[src/common/core_pkg.sv]
package core_pkg;

	// ########################################
	// core parameters
	// ########################################

	localparam int xlen = 32;
	localparam int reg_count = 16;
	localparam int reg_addr_w = $clog2(reg_count);
	localparam logic [xlen-1:0] reset_pc = 32'h8000_0000;
	localparam logic [xlen-1:0] clint_base = 32'h0200_0000;
	// 64 KiB timer window.
	localparam logic [xlen-1:0] clint_mask = 32'hffff_0000;
	localparam logic [1:0] resp_okay = 2'b00;

	typedef logic [reg_addr_w-1:0] reg_addr_t;

	// major opcodes of the supported subset.
	typedef enum logic [6:0] {
		op_lui    = 7'b0110111,
		op_jal    = 7'b1101111,
		op_branch = 7'b1100011,
		op_load   = 7'b0000011,
		op_store  = 7'b0100011,
		op_imm    = 7'b0010011,
		op_reg    = 7'b0110011,
		op_system = 7'b1110011
	} opcode_t;

	typedef enum logic [1:0] {
		alu_add,
		alu_sub,
		alu_pass_b
	} alu_op_t;

	typedef enum logic [1:0] {
		fetch_request,
		fetch_wait,
		wait_retire,
		halted
	} ifu_state_t;

	typedef enum logic [2:0] {
		lsu_idle,
		lsu_read_addr,
		lsu_read_data,
		lsu_write,
		lsu_write_resp
	} lsu_state_t;

	// ########################################
	// bus channels
	// ########################################

	typedef struct packed {
		logic [xlen-1:0] addr;
	} ar_chan_t;

	typedef struct packed {
		logic [xlen-1:0] addr;
	} aw_chan_t;

	typedef struct packed {
		logic [xlen-1:0] data;
		logic [1:0]      resp;
	} r_chan_t;

	typedef struct packed {
		logic [xlen-1:0] data;
		logic [3:0]      strb;
	} w_chan_t;

	typedef struct packed {
		logic [1:0] resp;
	} b_chan_t;

	// ########################################
	// stage payloads
	// ########################################

	typedef struct packed {
		logic [xlen-1:0] pc;
		opcode_t         opcode;
		alu_op_t         alu_op;
		reg_addr_t       rd;
		logic            reg_wen;
		logic [xlen-1:0] rs1_value;
		logic [xlen-1:0] rs2_value;
		logic [xlen-1:0] imm;
		// set for bne, clear for beq.
		logic            branch_ne;
		logic            ebreak;
	} decode_t;

	typedef struct packed {
		reg_addr_t       rd;
		logic            reg_wen;
		logic [xlen-1:0] result;
		logic [xlen-1:0] store_data;
		logic            load;
		logic            store;
		logic            ebreak;
	} execute_t;

	typedef struct packed {
		reg_addr_t       rd;
		logic            reg_wen;
		logic [xlen-1:0] data;
		logic            ebreak;
	} writeback_t;

endpackage

[src/bus/clint.sv]
`timescale 1ns/1ps

module clint import core_pkg::*; (
	input  logic     clock,
	input  logic     reset,
	input  ar_chan_t clint_ar,
	input  logic     clint_ar_valid,
	output logic     clint_ar_ready,
	output r_chan_t  clint_r,
	output logic     clint_r_valid,
	input  logic     clint_r_ready
);

	logic [63:0]     mtime;
	logic [xlen-1:0] rdata;

	// one read outstanding at a time.
	assign clint_ar_ready = !clint_r_valid;
	assign clint_r.data = rdata;
	assign clint_r.resp = resp_okay;

	always_ff @(posedge clock) begin
		if (reset) begin
			mtime <= '0;
			clint_r_valid <= 1'b0;
		end else begin
			mtime <= mtime + 64'd1;
			if (clint_ar_valid && clint_ar_ready) begin
				clint_r_valid <= 1'b1;
			end else if (clint_r_ready) begin
				clint_r_valid <= 1'b0;
			end
		end
	end

	// offset 4 selects the high word.
	always_ff @(posedge clock) begin
		if (clint_ar_valid && clint_ar_ready) begin
			rdata <= clint_ar.addr[2] ? mtime[63:32] : mtime[31:0];
		end
	end

endmodule

[src/bus/xbar.sv]
`timescale 1ns/1ps

module xbar import core_pkg::*; (
	input  logic     clock,
	input  logic     reset,
	input  ar_chan_t ifu_ar,
	input  logic     ifu_ar_valid,
	output logic     ifu_ar_ready,
	output r_chan_t  ifu_r,
	output logic     ifu_r_valid,
	input  logic     ifu_r_ready,
	input  ar_chan_t lsu_ar,
	input  logic     lsu_ar_valid,
	output logic     lsu_ar_ready,
	output r_chan_t  lsu_r,
	output logic     lsu_r_valid,
	input  logic     lsu_r_ready,
	input  aw_chan_t lsu_aw,
	input  logic     lsu_aw_valid,
	output logic     lsu_aw_ready,
	input  w_chan_t  lsu_w,
	input  logic     lsu_w_valid,
	output logic     lsu_w_ready,
	output b_chan_t  lsu_b,
	output logic     lsu_b_valid,
	input  logic     lsu_b_ready,
	output ar_chan_t m_ar,
	output logic     m_ar_valid,
	input  logic     m_ar_ready,
	input  r_chan_t  m_r,
	input  logic     m_r_valid,
	output logic     m_r_ready,
	output aw_chan_t m_aw,
	output logic     m_aw_valid,
	input  logic     m_aw_ready,
	output w_chan_t  m_w,
	output logic     m_w_valid,
	input  logic     m_w_ready,
	input  b_chan_t  m_b,
	input  logic     m_b_valid,
	output logic     m_b_ready,
	output ar_chan_t clint_ar,
	output logic     clint_ar_valid,
	input  logic     clint_ar_ready,
	input  r_chan_t  clint_r,
	input  logic     clint_r_valid,
	output logic     clint_r_ready
);

	// grant is locked from the first ar valid until the r transfer.
	logic     busy;
	logic     ar_done;
	logic     grant_lsu;
	logic     to_clint;
	logic     sel_lsu;
	logic     sel_clint;
	ar_chan_t sel_ar;
	logic     sel_valid;
	logic     ar_go;
	logic     ar_ready;
	r_chan_t  r_data;
	logic     r_valid;
	logic     r_ready;

	// ########################################
	// read path
	// ########################################

	assign sel_lsu = busy ? grant_lsu : lsu_ar_valid;
	assign sel_ar = sel_lsu ? lsu_ar : ifu_ar;
	assign sel_valid = sel_lsu ? lsu_ar_valid : ifu_ar_valid;
	assign sel_clint = busy ? to_clint : (sel_ar.addr & clint_mask) == clint_base;
	assign ar_go = sel_valid && !ar_done;

	assign m_ar = sel_ar;
	assign clint_ar = sel_ar;
	assign m_ar_valid = ar_go && !sel_clint;
	assign clint_ar_valid = ar_go && sel_clint;
	assign ar_ready = !ar_done && (sel_clint ? clint_ar_ready : m_ar_ready);
	assign lsu_ar_ready = sel_lsu && ar_ready;
	assign ifu_ar_ready = !sel_lsu && ar_ready;

	assign r_data = sel_clint ? clint_r : m_r;
	assign r_valid = ar_done && (sel_clint ? clint_r_valid : m_r_valid);
	assign r_ready = ar_done && (sel_lsu ? lsu_r_ready : ifu_r_ready);
	assign lsu_r = r_data;
	assign ifu_r = r_data;
	assign lsu_r_valid = sel_lsu && r_valid;
	assign ifu_r_valid = !sel_lsu && r_valid;
	assign m_r_ready = r_ready && !sel_clint;
	assign clint_r_ready = r_ready && sel_clint;

	always_ff @(posedge clock) begin
		if (reset) begin
			busy <= 1'b0;
			ar_done <= 1'b0;
			grant_lsu <= 1'b0;
			to_clint <= 1'b0;
		end else begin
			if (!busy && sel_valid) begin
				busy <= 1'b1;
				grant_lsu <= sel_lsu;
				to_clint <= sel_clint;
			end
			if (ar_go && ar_ready) begin
				ar_done <= 1'b1;
			end
			if (r_valid && r_ready) begin
				busy <= 1'b0;
				ar_done <= 1'b0;
			end
		end
	end

	// ########################################
	// write path, master port only
	// ########################################

	assign m_aw = lsu_aw;
	assign m_aw_valid = lsu_aw_valid;
	assign lsu_aw_ready = m_aw_ready;
	assign m_w = lsu_w;
	assign m_w_valid = lsu_w_valid;
	assign lsu_w_ready = m_w_ready;
	assign lsu_b = m_b;
	assign lsu_b_valid = m_b_valid;
	assign m_b_ready = lsu_b_ready;

endmodule

[src/core/exu.sv]
`timescale 1ns/1ps

module exu import core_pkg::*; (
	input  logic            clock,
	input  logic            reset,
	input  decode_t         decoded,
	input  logic            decode_valid,
	output logic            decode_ready,
	output execute_t        executed,
	output logic            execute_valid,
	input  logic            execute_ready,
	output logic            redirect_valid,
	output logic [xlen-1:0] redirect_pc
);

	logic [xlen-1:0] operand_b;
	logic [xlen-1:0] alu_result;
	logic            is_jal;
	logic            taken;
	logic            accept;

	assign decode_ready = !execute_valid || execute_ready;
	assign accept = decode_valid && decode_ready;
	assign is_jal = decoded.opcode == op_jal;
	assign operand_b = decoded.opcode == op_reg ? decoded.rs2_value : decoded.imm;
	// beq on equal, bne on not equal.
	assign taken = decoded.opcode == op_branch &&
		((decoded.rs1_value == decoded.rs2_value) != decoded.branch_ne);

	always_comb begin
		case (decoded.alu_op)
			alu_sub: alu_result = decoded.rs1_value - operand_b;
			alu_pass_b: alu_result = operand_b;
			default: alu_result = decoded.rs1_value + operand_b;
		endcase
	end

	always_ff @(posedge clock) begin
		if (reset) begin
			execute_valid <= 1'b0;
			redirect_valid <= 1'b0;
		end else begin
			redirect_valid <= accept && (is_jal || taken);
			if (accept) begin
				execute_valid <= 1'b1;
			end else if (execute_ready) begin
				execute_valid <= 1'b0;
			end
		end
	end

	always_ff @(posedge clock) begin
		if (accept) begin
			executed.rd <= decoded.rd;
			executed.reg_wen <= decoded.reg_wen;
			// link value for jal.
			executed.result <= is_jal ? decoded.pc + 32'd4 : alu_result;
			executed.store_data <= decoded.rs2_value;
			executed.load <= decoded.opcode == op_load;
			executed.store <= decoded.opcode == op_store;
			executed.ebreak <= decoded.ebreak;
			redirect_pc <= decoded.pc + decoded.imm;
		end
	end

endmodule

[src/core/idu.sv]
`timescale 1ns/1ps

module idu import core_pkg::*; (
	input  logic            clock,
	input  logic            reset,
	input  logic [xlen-1:0] fetch_pc,
	input  logic [31:0]     fetch_inst,
	input  logic            fetch_valid,
	output logic            fetch_ready,
	output reg_addr_t       rs1_addr,
	output reg_addr_t       rs2_addr,
	input  logic [xlen-1:0] rs1_data,
	input  logic [xlen-1:0] rs2_data,
	output decode_t         decoded,
	output logic            decode_valid,
	input  logic            decode_ready
);

	opcode_t         opcode;
	alu_op_t         alu_op;
	logic [xlen-1:0] imm;
	logic            reg_wen;
	logic            accept;

	assign opcode = opcode_t'(fetch_inst[6:0]);
	assign rs1_addr = fetch_inst[15 +: reg_addr_w];
	assign rs2_addr = fetch_inst[20 +: reg_addr_w];
	assign fetch_ready = !decode_valid || decode_ready;
	assign accept = fetch_valid && fetch_ready;

	// immediate formats.
	always_comb begin
		case (opcode)
			op_lui: imm = {fetch_inst[31:12], 12'b0};
			op_jal: imm = {{12{fetch_inst[31]}}, fetch_inst[19:12], fetch_inst[20],
				fetch_inst[30:21], 1'b0};
			op_branch: imm = {{20{fetch_inst[31]}}, fetch_inst[7], fetch_inst[30:25],
				fetch_inst[11:8], 1'b0};
			op_store: imm = {{21{fetch_inst[31]}}, fetch_inst[30:25], fetch_inst[11:7]};
			default: imm = {{21{fetch_inst[31]}}, fetch_inst[30:20]};
		endcase
	end

	always_comb begin
		alu_op = alu_add;
		reg_wen = 1'b0;
		case (opcode)
			op_lui: begin
				alu_op = alu_pass_b;
				reg_wen = 1'b1;
			end
			op_reg: begin
				// funct7 bit 5 selects sub.
				alu_op = fetch_inst[30] ? alu_sub : alu_add;
				reg_wen = 1'b1;
			end
			op_jal, op_load, op_imm: reg_wen = 1'b1;
			default: reg_wen = 1'b0;
		endcase
	end

	always_ff @(posedge clock) begin
		if (reset) begin
			decode_valid <= 1'b0;
		end else if (accept) begin
			decode_valid <= 1'b1;
		end else if (decode_ready) begin
			decode_valid <= 1'b0;
		end
	end

	always_ff @(posedge clock) begin
		if (accept) begin
			decoded.pc <= fetch_pc;
			decoded.opcode <= opcode;
			decoded.alu_op <= alu_op;
			decoded.rd <= fetch_inst[7 +: reg_addr_w];
			decoded.reg_wen <= reg_wen;
			decoded.rs1_value <= rs1_data;
			decoded.rs2_value <= rs2_data;
			decoded.imm <= imm;
			decoded.branch_ne <= fetch_inst[12];
			decoded.ebreak <= opcode == op_system && fetch_inst[31:20] == 12'h001;
		end
	end

endmodule

[src/core/ifu.sv]
`timescale 1ns/1ps

module ifu import core_pkg::*; (
	input  logic            clock,
	input  logic            reset,
	output ar_chan_t        ifu_ar,
	output logic            ifu_ar_valid,
	input  logic            ifu_ar_ready,
	input  r_chan_t         ifu_r,
	input  logic            ifu_r_valid,
	output logic            ifu_r_ready,
	output logic [xlen-1:0] fetch_pc,
	output logic [31:0]     fetch_inst,
	output logic            fetch_valid,
	input  logic            fetch_ready,
	input  logic            redirect_valid,
	input  logic [xlen-1:0] redirect_pc,
	input  writeback_t      retire,
	input  logic            retire_valid,
	output logic            halt
);

	ifu_state_t      state;
	logic [xlen-1:0] pc;

	assign ifu_ar.addr = pc;
	assign ifu_r_ready = state == fetch_wait;
	assign fetch_pc = pc;
	assign halt = state == halted;

	always_ff @(posedge clock) begin
		if (reset) begin
			state <= fetch_request;
			pc <= reset_pc;
			ifu_ar_valid <= 1'b0;
			fetch_valid <= 1'b0;
		end else begin
			if (fetch_valid && fetch_ready) begin
				fetch_valid <= 1'b0;
			end
			case (state)
				fetch_request: begin
					// first request after reset starts here.
					if (!ifu_ar_valid) begin
						ifu_ar_valid <= 1'b1;
					end else if (ifu_ar_ready) begin
						ifu_ar_valid <= 1'b0;
						state <= fetch_wait;
					end
				end
				fetch_wait: begin
					if (ifu_r_valid) begin
						fetch_valid <= 1'b1;
						state <= wait_retire;
					end
				end
				wait_retire: begin
					// a jump's own retire arrives while the target is being fetched.
					if (redirect_valid) begin
						pc <= redirect_pc;
						ifu_ar_valid <= 1'b1;
						state <= fetch_request;
					end else if (retire_valid && retire.ebreak) begin
						state <= halted;
					end else if (retire_valid) begin
						pc <= pc + 32'd4;
						ifu_ar_valid <= 1'b1;
						state <= fetch_request;
					end
				end
				default: begin
					state <= halted;
				end
			endcase
		end
	end

	always_ff @(posedge clock) begin
		if (ifu_r_valid && ifu_r_ready) begin
			fetch_inst <= ifu_r.data;
		end
	end

endmodule

[src/core/lsu.sv]
`timescale 1ns/1ps

module lsu import core_pkg::*; (
	input  logic       clock,
	input  logic       reset,
	input  execute_t   executed,
	input  logic       execute_valid,
	output logic       execute_ready,
	output ar_chan_t   lsu_ar,
	output logic       lsu_ar_valid,
	input  logic       lsu_ar_ready,
	input  r_chan_t    lsu_r,
	input  logic       lsu_r_valid,
	output logic       lsu_r_ready,
	output aw_chan_t   lsu_aw,
	output logic       lsu_aw_valid,
	input  logic       lsu_aw_ready,
	output w_chan_t    lsu_w,
	output logic       lsu_w_valid,
	input  logic       lsu_w_ready,
	input  b_chan_t    lsu_b,
	input  logic       lsu_b_valid,
	output logic       lsu_b_ready,
	output writeback_t retire,
	output logic       retire_valid
);

	lsu_state_t state;
	execute_t   req;
	logic       aw_done;
	logic       w_done;
	logic       accept;

	assign execute_ready = state == lsu_idle;
	assign accept = execute_valid && execute_ready;

	assign lsu_ar.addr = req.result;
	assign lsu_aw.addr = req.result;
	assign lsu_w.data = req.store_data;
	assign lsu_w.strb = 4'hf;
	assign lsu_ar_valid = state == lsu_read_addr;
	assign lsu_r_ready = state == lsu_read_data;
	assign lsu_aw_valid = state == lsu_write && !aw_done;
	assign lsu_w_valid = state == lsu_write && !w_done;
	assign lsu_b_ready = state == lsu_write_resp;

	always_ff @(posedge clock) begin
		if (reset) begin
			state <= lsu_idle;
			retire_valid <= 1'b0;
			aw_done <= 1'b0;
			w_done <= 1'b0;
		end else begin
			retire_valid <= 1'b0;
			case (state)
				lsu_idle: begin
					if (accept && executed.load) begin
						state <= lsu_read_addr;
					end else if (accept && executed.store) begin
						state <= lsu_write;
					end else if (accept) begin
						retire_valid <= 1'b1;
					end
				end
				lsu_read_addr: begin
					if (lsu_ar_ready) begin
						state <= lsu_read_data;
					end
				end
				lsu_read_data: begin
					if (lsu_r_valid) begin
						retire_valid <= 1'b1;
						state <= lsu_idle;
					end
				end
				lsu_write: begin
					// aw and w may complete in either order.
					if (lsu_aw_valid && lsu_aw_ready) begin
						aw_done <= 1'b1;
					end
					if (lsu_w_valid && lsu_w_ready) begin
						w_done <= 1'b1;
					end
					if ((aw_done || lsu_aw_ready) && (w_done || lsu_w_ready)) begin
						aw_done <= 1'b0;
						w_done <= 1'b0;
						state <= lsu_write_resp;
					end
				end
				lsu_write_resp: begin
					if (lsu_b_valid) begin
						retire_valid <= 1'b1;
						state <= lsu_idle;
					end
				end
				default: begin
					state <= lsu_idle;
				end
			endcase
		end
	end

	always_ff @(posedge clock) begin
		if (accept) begin
			req <= executed;
			retire.rd <= executed.rd;
			retire.reg_wen <= executed.reg_wen;
			retire.data <= executed.result;
			retire.ebreak <= executed.ebreak;
		end
		if (lsu_r_valid && lsu_r_ready) begin
			retire.data <= lsu_r.data;
		end
	end

endmodule

[src/core/register_file.sv]
`timescale 1ns/1ps

module register_file import core_pkg::*; (
	input  logic            clock,
	input  logic            reset,
	input  reg_addr_t       rs1_addr,
	input  reg_addr_t       rs2_addr,
	output logic [xlen-1:0] rs1_data,
	output logic [xlen-1:0] rs2_data,
	input  writeback_t      retire,
	input  logic            retire_valid
);

	logic [xlen-1:0] regs [reg_count];

	// x0 is hardwired to zero.
	assign rs1_data = rs1_addr == '0 ? '0 : regs[rs1_addr];
	assign rs2_data = rs2_addr == '0 ? '0 : regs[rs2_addr];

	always_ff @(posedge clock) begin
		if (reset) begin
			for (int i = 0; i < reg_count; i++) begin
				regs[i] <= '0;
			end
		end else if (retire_valid && retire.reg_wen && retire.rd != '0) begin
			regs[retire.rd] <= retire.data;
		end
	end

endmodule

[src/verilog/tiny_rv_core.sv]
`timescale 1ns/1ps

module tiny_rv_core import core_pkg::*; (
	input  logic     clock,
	input  logic     reset,
	output ar_chan_t m_ar,
	output logic     m_ar_valid,
	input  logic     m_ar_ready,
	input  r_chan_t  m_r,
	input  logic     m_r_valid,
	output logic     m_r_ready,
	output aw_chan_t m_aw,
	output logic     m_aw_valid,
	input  logic     m_aw_ready,
	output w_chan_t  m_w,
	output logic     m_w_valid,
	input  logic     m_w_ready,
	input  b_chan_t  m_b,
	input  logic     m_b_valid,
	output logic     m_b_ready,
	output logic     halt
);

	// ########################################
	// fetch and decode
	// ########################################

	ar_chan_t        ifu_ar;
	logic            ifu_ar_valid;
	logic            ifu_ar_ready;
	r_chan_t         ifu_r;
	logic            ifu_r_valid;
	logic            ifu_r_ready;
	logic [xlen-1:0] fetch_pc;
	logic [31:0]     fetch_inst;
	logic            fetch_valid;
	logic            fetch_ready;
	reg_addr_t       rs1_addr;
	reg_addr_t       rs2_addr;
	logic [xlen-1:0] rs1_data;
	logic [xlen-1:0] rs2_data;

	// ########################################
	// execute, memory and writeback
	// ########################################

	decode_t         decoded;
	logic            decode_valid;
	logic            decode_ready;
	execute_t        executed;
	logic            execute_valid;
	logic            execute_ready;
	logic            redirect_valid;
	logic [xlen-1:0] redirect_pc;
	writeback_t      retire;
	logic            retire_valid;

	ar_chan_t lsu_ar;
	logic     lsu_ar_valid;
	logic     lsu_ar_ready;
	r_chan_t  lsu_r;
	logic     lsu_r_valid;
	logic     lsu_r_ready;
	aw_chan_t lsu_aw;
	logic     lsu_aw_valid;
	logic     lsu_aw_ready;
	w_chan_t  lsu_w;
	logic     lsu_w_valid;
	logic     lsu_w_ready;
	b_chan_t  lsu_b;
	logic     lsu_b_valid;
	logic     lsu_b_ready;

	ar_chan_t clint_ar;
	logic     clint_ar_valid;
	logic     clint_ar_ready;
	r_chan_t  clint_r;
	logic     clint_r_valid;
	logic     clint_r_ready;

	ifu u_ifu (.*);
	idu u_idu (.*);
	register_file u_register_file (.*);
	exu u_exu (.*);
	lsu u_lsu (.*);
	xbar u_xbar (.*);
	clint u_clint (.*);

endmodule
[config.mk]
export PLATFORM = sky130hd
export DESIGN_NAME = tiny_rv_core
export DESIGN_NICKNAME = d
export VERILOG_FILES = /design/src/common/core_pkg.sv /design/src/bus/clint.sv /design/src/bus/xbar.sv /design/src/core/exu.sv /design/src/core/idu.sv /design/src/core/ifu.sv /design/src/core/lsu.sv /design/src/core/register_file.sv /design/src/verilog/tiny_rv_core.sv
export SDC_FILE = /design/constraint.sdc
export NUM_CORES = 2
export LEC_CHECK = 0
export BUFFER_PORTS_ARGS = -buffer_cell sky130_fd_sc_hd__buf_2
export CAP_MARGIN = 20
export CELL_PAD_IN_SITES_DETAIL_PLACEMENT = 0
export CELL_PAD_IN_SITES_GLOBAL_PLACEMENT = 1
export CORE_MARGIN = 2
export CORE_UTILIZATION = 53
export CTS_CLUSTER_DIAMETER = 200
export DETAILED_ROUTE_END_ITERATION = 8
export PLACE_DENSITY = 0.84
export SYNTH_ARGS = -nofsm -noshare
export SYNTH_HDL_FRONTEND = slang
export SYNTH_SLANG_ARGS = --single-unit
[constraint.sdc]
create_clock -name clock -period 10.2 [get_ports clock]
set_input_delay 2.04 -clock clock [delete_from_list [all_inputs] [get_ports clock]]
set_output_delay 2.04 -clock clock [all_outputs]
set_load 0.005 [all_outputs]
==> impl_metrics.csv <==
group,metric,value,unit
timing,finalSetupViolCount,0,
floorplan,die_area,101400,µm²
route,ant_nets,0,
timing,max_clock_freq,172.4,MHz
run,max_cap_violations,0,
clocking,post_cts_buffers,0,
grt,grt_start_max_net_pins,133,
logic_synthesis,synth-edff-count,926,
critical_path,worstPathRequired,8.16,ns
worst_hold_path,min_path_type,"reg2reg",
logic_synthesis,ys_seq_elements,1040,
timing,rsz0062_at_grt,"no",
logic_synthesis,postSynthAreaPerCell,13.47,µm²
timing,slew_violations,0,
power_and_ir_drop,power_density,159.8,nW/µm²
floorplan,ios,149,
logic_synthesis,ys_seq_area_frac,0.5740,
grt,grt_pass1_wl,218.8,mm
grt,globalRouteTotalUtil,0.2966,
logic_synthesis,synth_area,52420,µm²
clocking,hold_buffers,0,
timing,skew,0.06003,ns
critical_path,cp_max_fo,37,
clocking,cts.sinks,1040,
clocking,cts.path.max_buffers,3,
finish,final_util,0.5919,
logic_synthesis,async_reset_ff_frac,0,
grt,grt_pass1_vias,33071,
power_and_ir_drop,ir_drop,0.1476,mV
clocking,htree_num_levels,3,
floorplan,initial_core_util,0.5334,
clocking,cts_tree,"yes",
timing,setup_ws,4.401,ns
clocking,postCtsResizedCells,0,
placement,gp_congestion,0.8848,
route,firstDrtPassIters,6,
critical_path,worstSetupStartpointType,"register",
finish,syn_to_final_growth,10.96,%
run_status,status,"complete, no violations",
timing,slew_headroom,0.2187,
clocking,clkLatencyLatePin,0.73,ns
floorplan,core.rowCount,115,
timing,fin_setup_tns,0,ns
finish,drive_gt1_frac,0.1934,
clocking,numCtsBuffers,106,
route,num_vias,33948,
placement,portBuffers,140,
critical_path,critPathCaptureType,"output pin",
floorplan,core-area,98280,µm²
floorplan,dieHeight,318.5,µm
floorplan,fp.dieW,318.5,µm
critical_path,crit_type,"reg2out",
grt,antenna_found_initial,16,
timing,post-route-period-util,0.5686,
clocking,cts_root_buffer,"clkbuf_16",
timing,finalHoldViolCount,0,
clocking,cts.clk_slew.worst_paths,0.06,ns
logic_synthesis,synth_warnings,0,
route,drt-vias-per-instance,6.330,
route,first_iter_violations,4327,
grt,overflow,0,
finish,layout.nets,4094,
timing,post-route-min-period,5.799,ns
logic_synthesis,synth_cell_types,79,
logic_synthesis,synth_flop_cell,"edfxtp_1",
placement,dp_slack,4.695,ns
critical_path,crit_chain,"nand2_1 -> o21ai_2 -> buf_4 -> nor3_1 -> a211oi_4 -> buf_4 -> inv_1 -> nor3_1 -> buf_2",
critical_path,crit_arrival,3.76,ns
route,route.detailed.drc,0,
route,wirelength,150.4,mm
critical_path,cp_slowest_cell,"dfxtp_1",
power_and_ir_drop,p_leak,20.83,nW
critical_path,max_stage_delay,0.75,ns
placement,dp_hpwl,94.99,mm
timing,worstMarginPinSlew,1.172,ns
route,wire_per_inst,28.04,µm
logic_synthesis,syn_inst,3891,
where the power goes:
| part | internal (mW) | switching [mW] | leakage [nW] |
|---|---|---|---|
| Clock | 2.29 | 1.71 | 1.72 |
| Combinational | 0.213 | 0.304 | 9.19 |
| Sequential | 4.71 | 0.0690 | 9.92 |
| Total | 7.21 | 2.08 | 20.8 |
cells in the mapped netlist (65+ instances only):
library cell  instances  area (µm²)
nand2_1             291        1092
a21oi_1             139       695.7
dfxtp_1             114        2282
clkbuf_1            215       807.0
xnor2_1              76       665.6
nand3_1              66       330.3
nor2b_1              85       531.8
ha_1                 65       813.3
mux4_2              320        7207
o21ai_0             113       565.5
nor2_1              217       814.5
xor2_1              111       972.2
edfxtp_1            926       27810
and2_1              493        3084
worst max-delay path, delay by kind of cell (launching register included):
family          cells  cell delay, ns
flops               1            0.75
buf+inv             4            1.15
simple gates        3            0.65
compound gates      2            0.44
final cells by class:
| class | count | area [µm²] |
|---|---|---|
| diodes | 2 | 5.005 |
| clock buffers | 128 | 2755 |
| clock inverters | 70 | 803.3 |
| fillers | 7626 | 40110 |
| inverters | 48 | 180.2 |
| multi-input cells | 2578 | 21420 |
| flip-flops and latches | 1040 | 30090 |
| well taps | 1287 | 1610 |
| repair buffers | 210 | 1303 |
state kept, by name (all words and copies together), names as in the netlist, 2 cells and up:
| signal | count |
|---|---|
| u_register_file.regs | 512 |
| u_idu.decoded | 144 |
| u_exu.executed | 72 |
| u_clint.mtime | 64 |
| u_lsu.retire | 38 |
| u_clint.rdata | 32 |
| u_exu.redirect_pc | 32 |
| u_ifu.fetch_inst | 32 |
| u_ifu.fetch_pc | 32 |
| u_lsu.lsu_ar | 32 |
| u_lsu.lsu_w | 32 |
| u_lsu.state | 3 |
| u_ifu.state | 2 |
metal layers:
layer | global-route usage | routed length, µm
met5 | 0 | 41
met4 | 0.1252 | 6327
met3 | 0.06633 | 16170
met2 | 0.4815 | 71880
met1 | 0.3875 | 55950
cell families (layout without fill, tap and decap cells):
| kind of cell | Yosys count | after routing | share of synthesized area |
|---|---|---|---|
| AND/OR/NAND/NOR | 1406 | 1406 | 0.1422 |
| flip-flops | 1040 | 1040 | 0.5740 |
| AO/OA/AOI/OAI | 485 | 485 | 0.06026 |
| multiplexers | 396 | 396 | 0.1530 |
| buffers and inverters | 307 | 456 | 0.02241 |
| XOR/XNOR | 188 | 188 | 0.03167 |
| adder cells (fa/ha/maj) | 67 | 67 | 0.01628 |
| other | 2 | 38 | 0.0001433 |
path summary, 6_finish.rpt:
path,from,to,slack (ns),cells past startpoint
max,u_xbar.busy,m_ar_valid,4.40,9
min,u_idu.decoded[0],u_exu.executed[0],0.40,0
max reg2reg,u_idu.decoded[107],u_exu.executed[66],4.59,18
min reg2reg,u_idu.decoded[0],u_exu.executed[0],0.40,0
stage by stage:
stage                     cell area [µm²]  std cells  hold WS (ns)  total power [mW]
after global routing                58160       5361        0.4106             9.533
after detailed placement            54580       5162        0.4045             5.381
after CTS                           58140       5360        0.4010             9.331
after floorplan                     52550       3925        0.4003             5.182
final                               58170       5363        0.3959             9.298
after global placement              54580       5162        0.4037             5.367
cell usage in the layout, fill, tap and decap left out, drive strengths merged, types with 32 or more instances in the layout:
cell type / count
clkinv: 48
mux2i: 32
nor4: 32
xnor2: 76
conb: 36
buf: 210
nand3: 66
mux2: 44
and2: 493
or3: 34
and3: 34
nor2: 217
ha: 65
nor2b: 85
nor3: 54
mux4: 320
nand2: 291
edfxtp: 926
a32o: 33
xor2: 111
a21o: 44
dfxtp: 114
inv: 50
o21ai: 117
a21oi: 139
clkbuf: 128
Note: power is estimated with default switching activity, not from simulation.
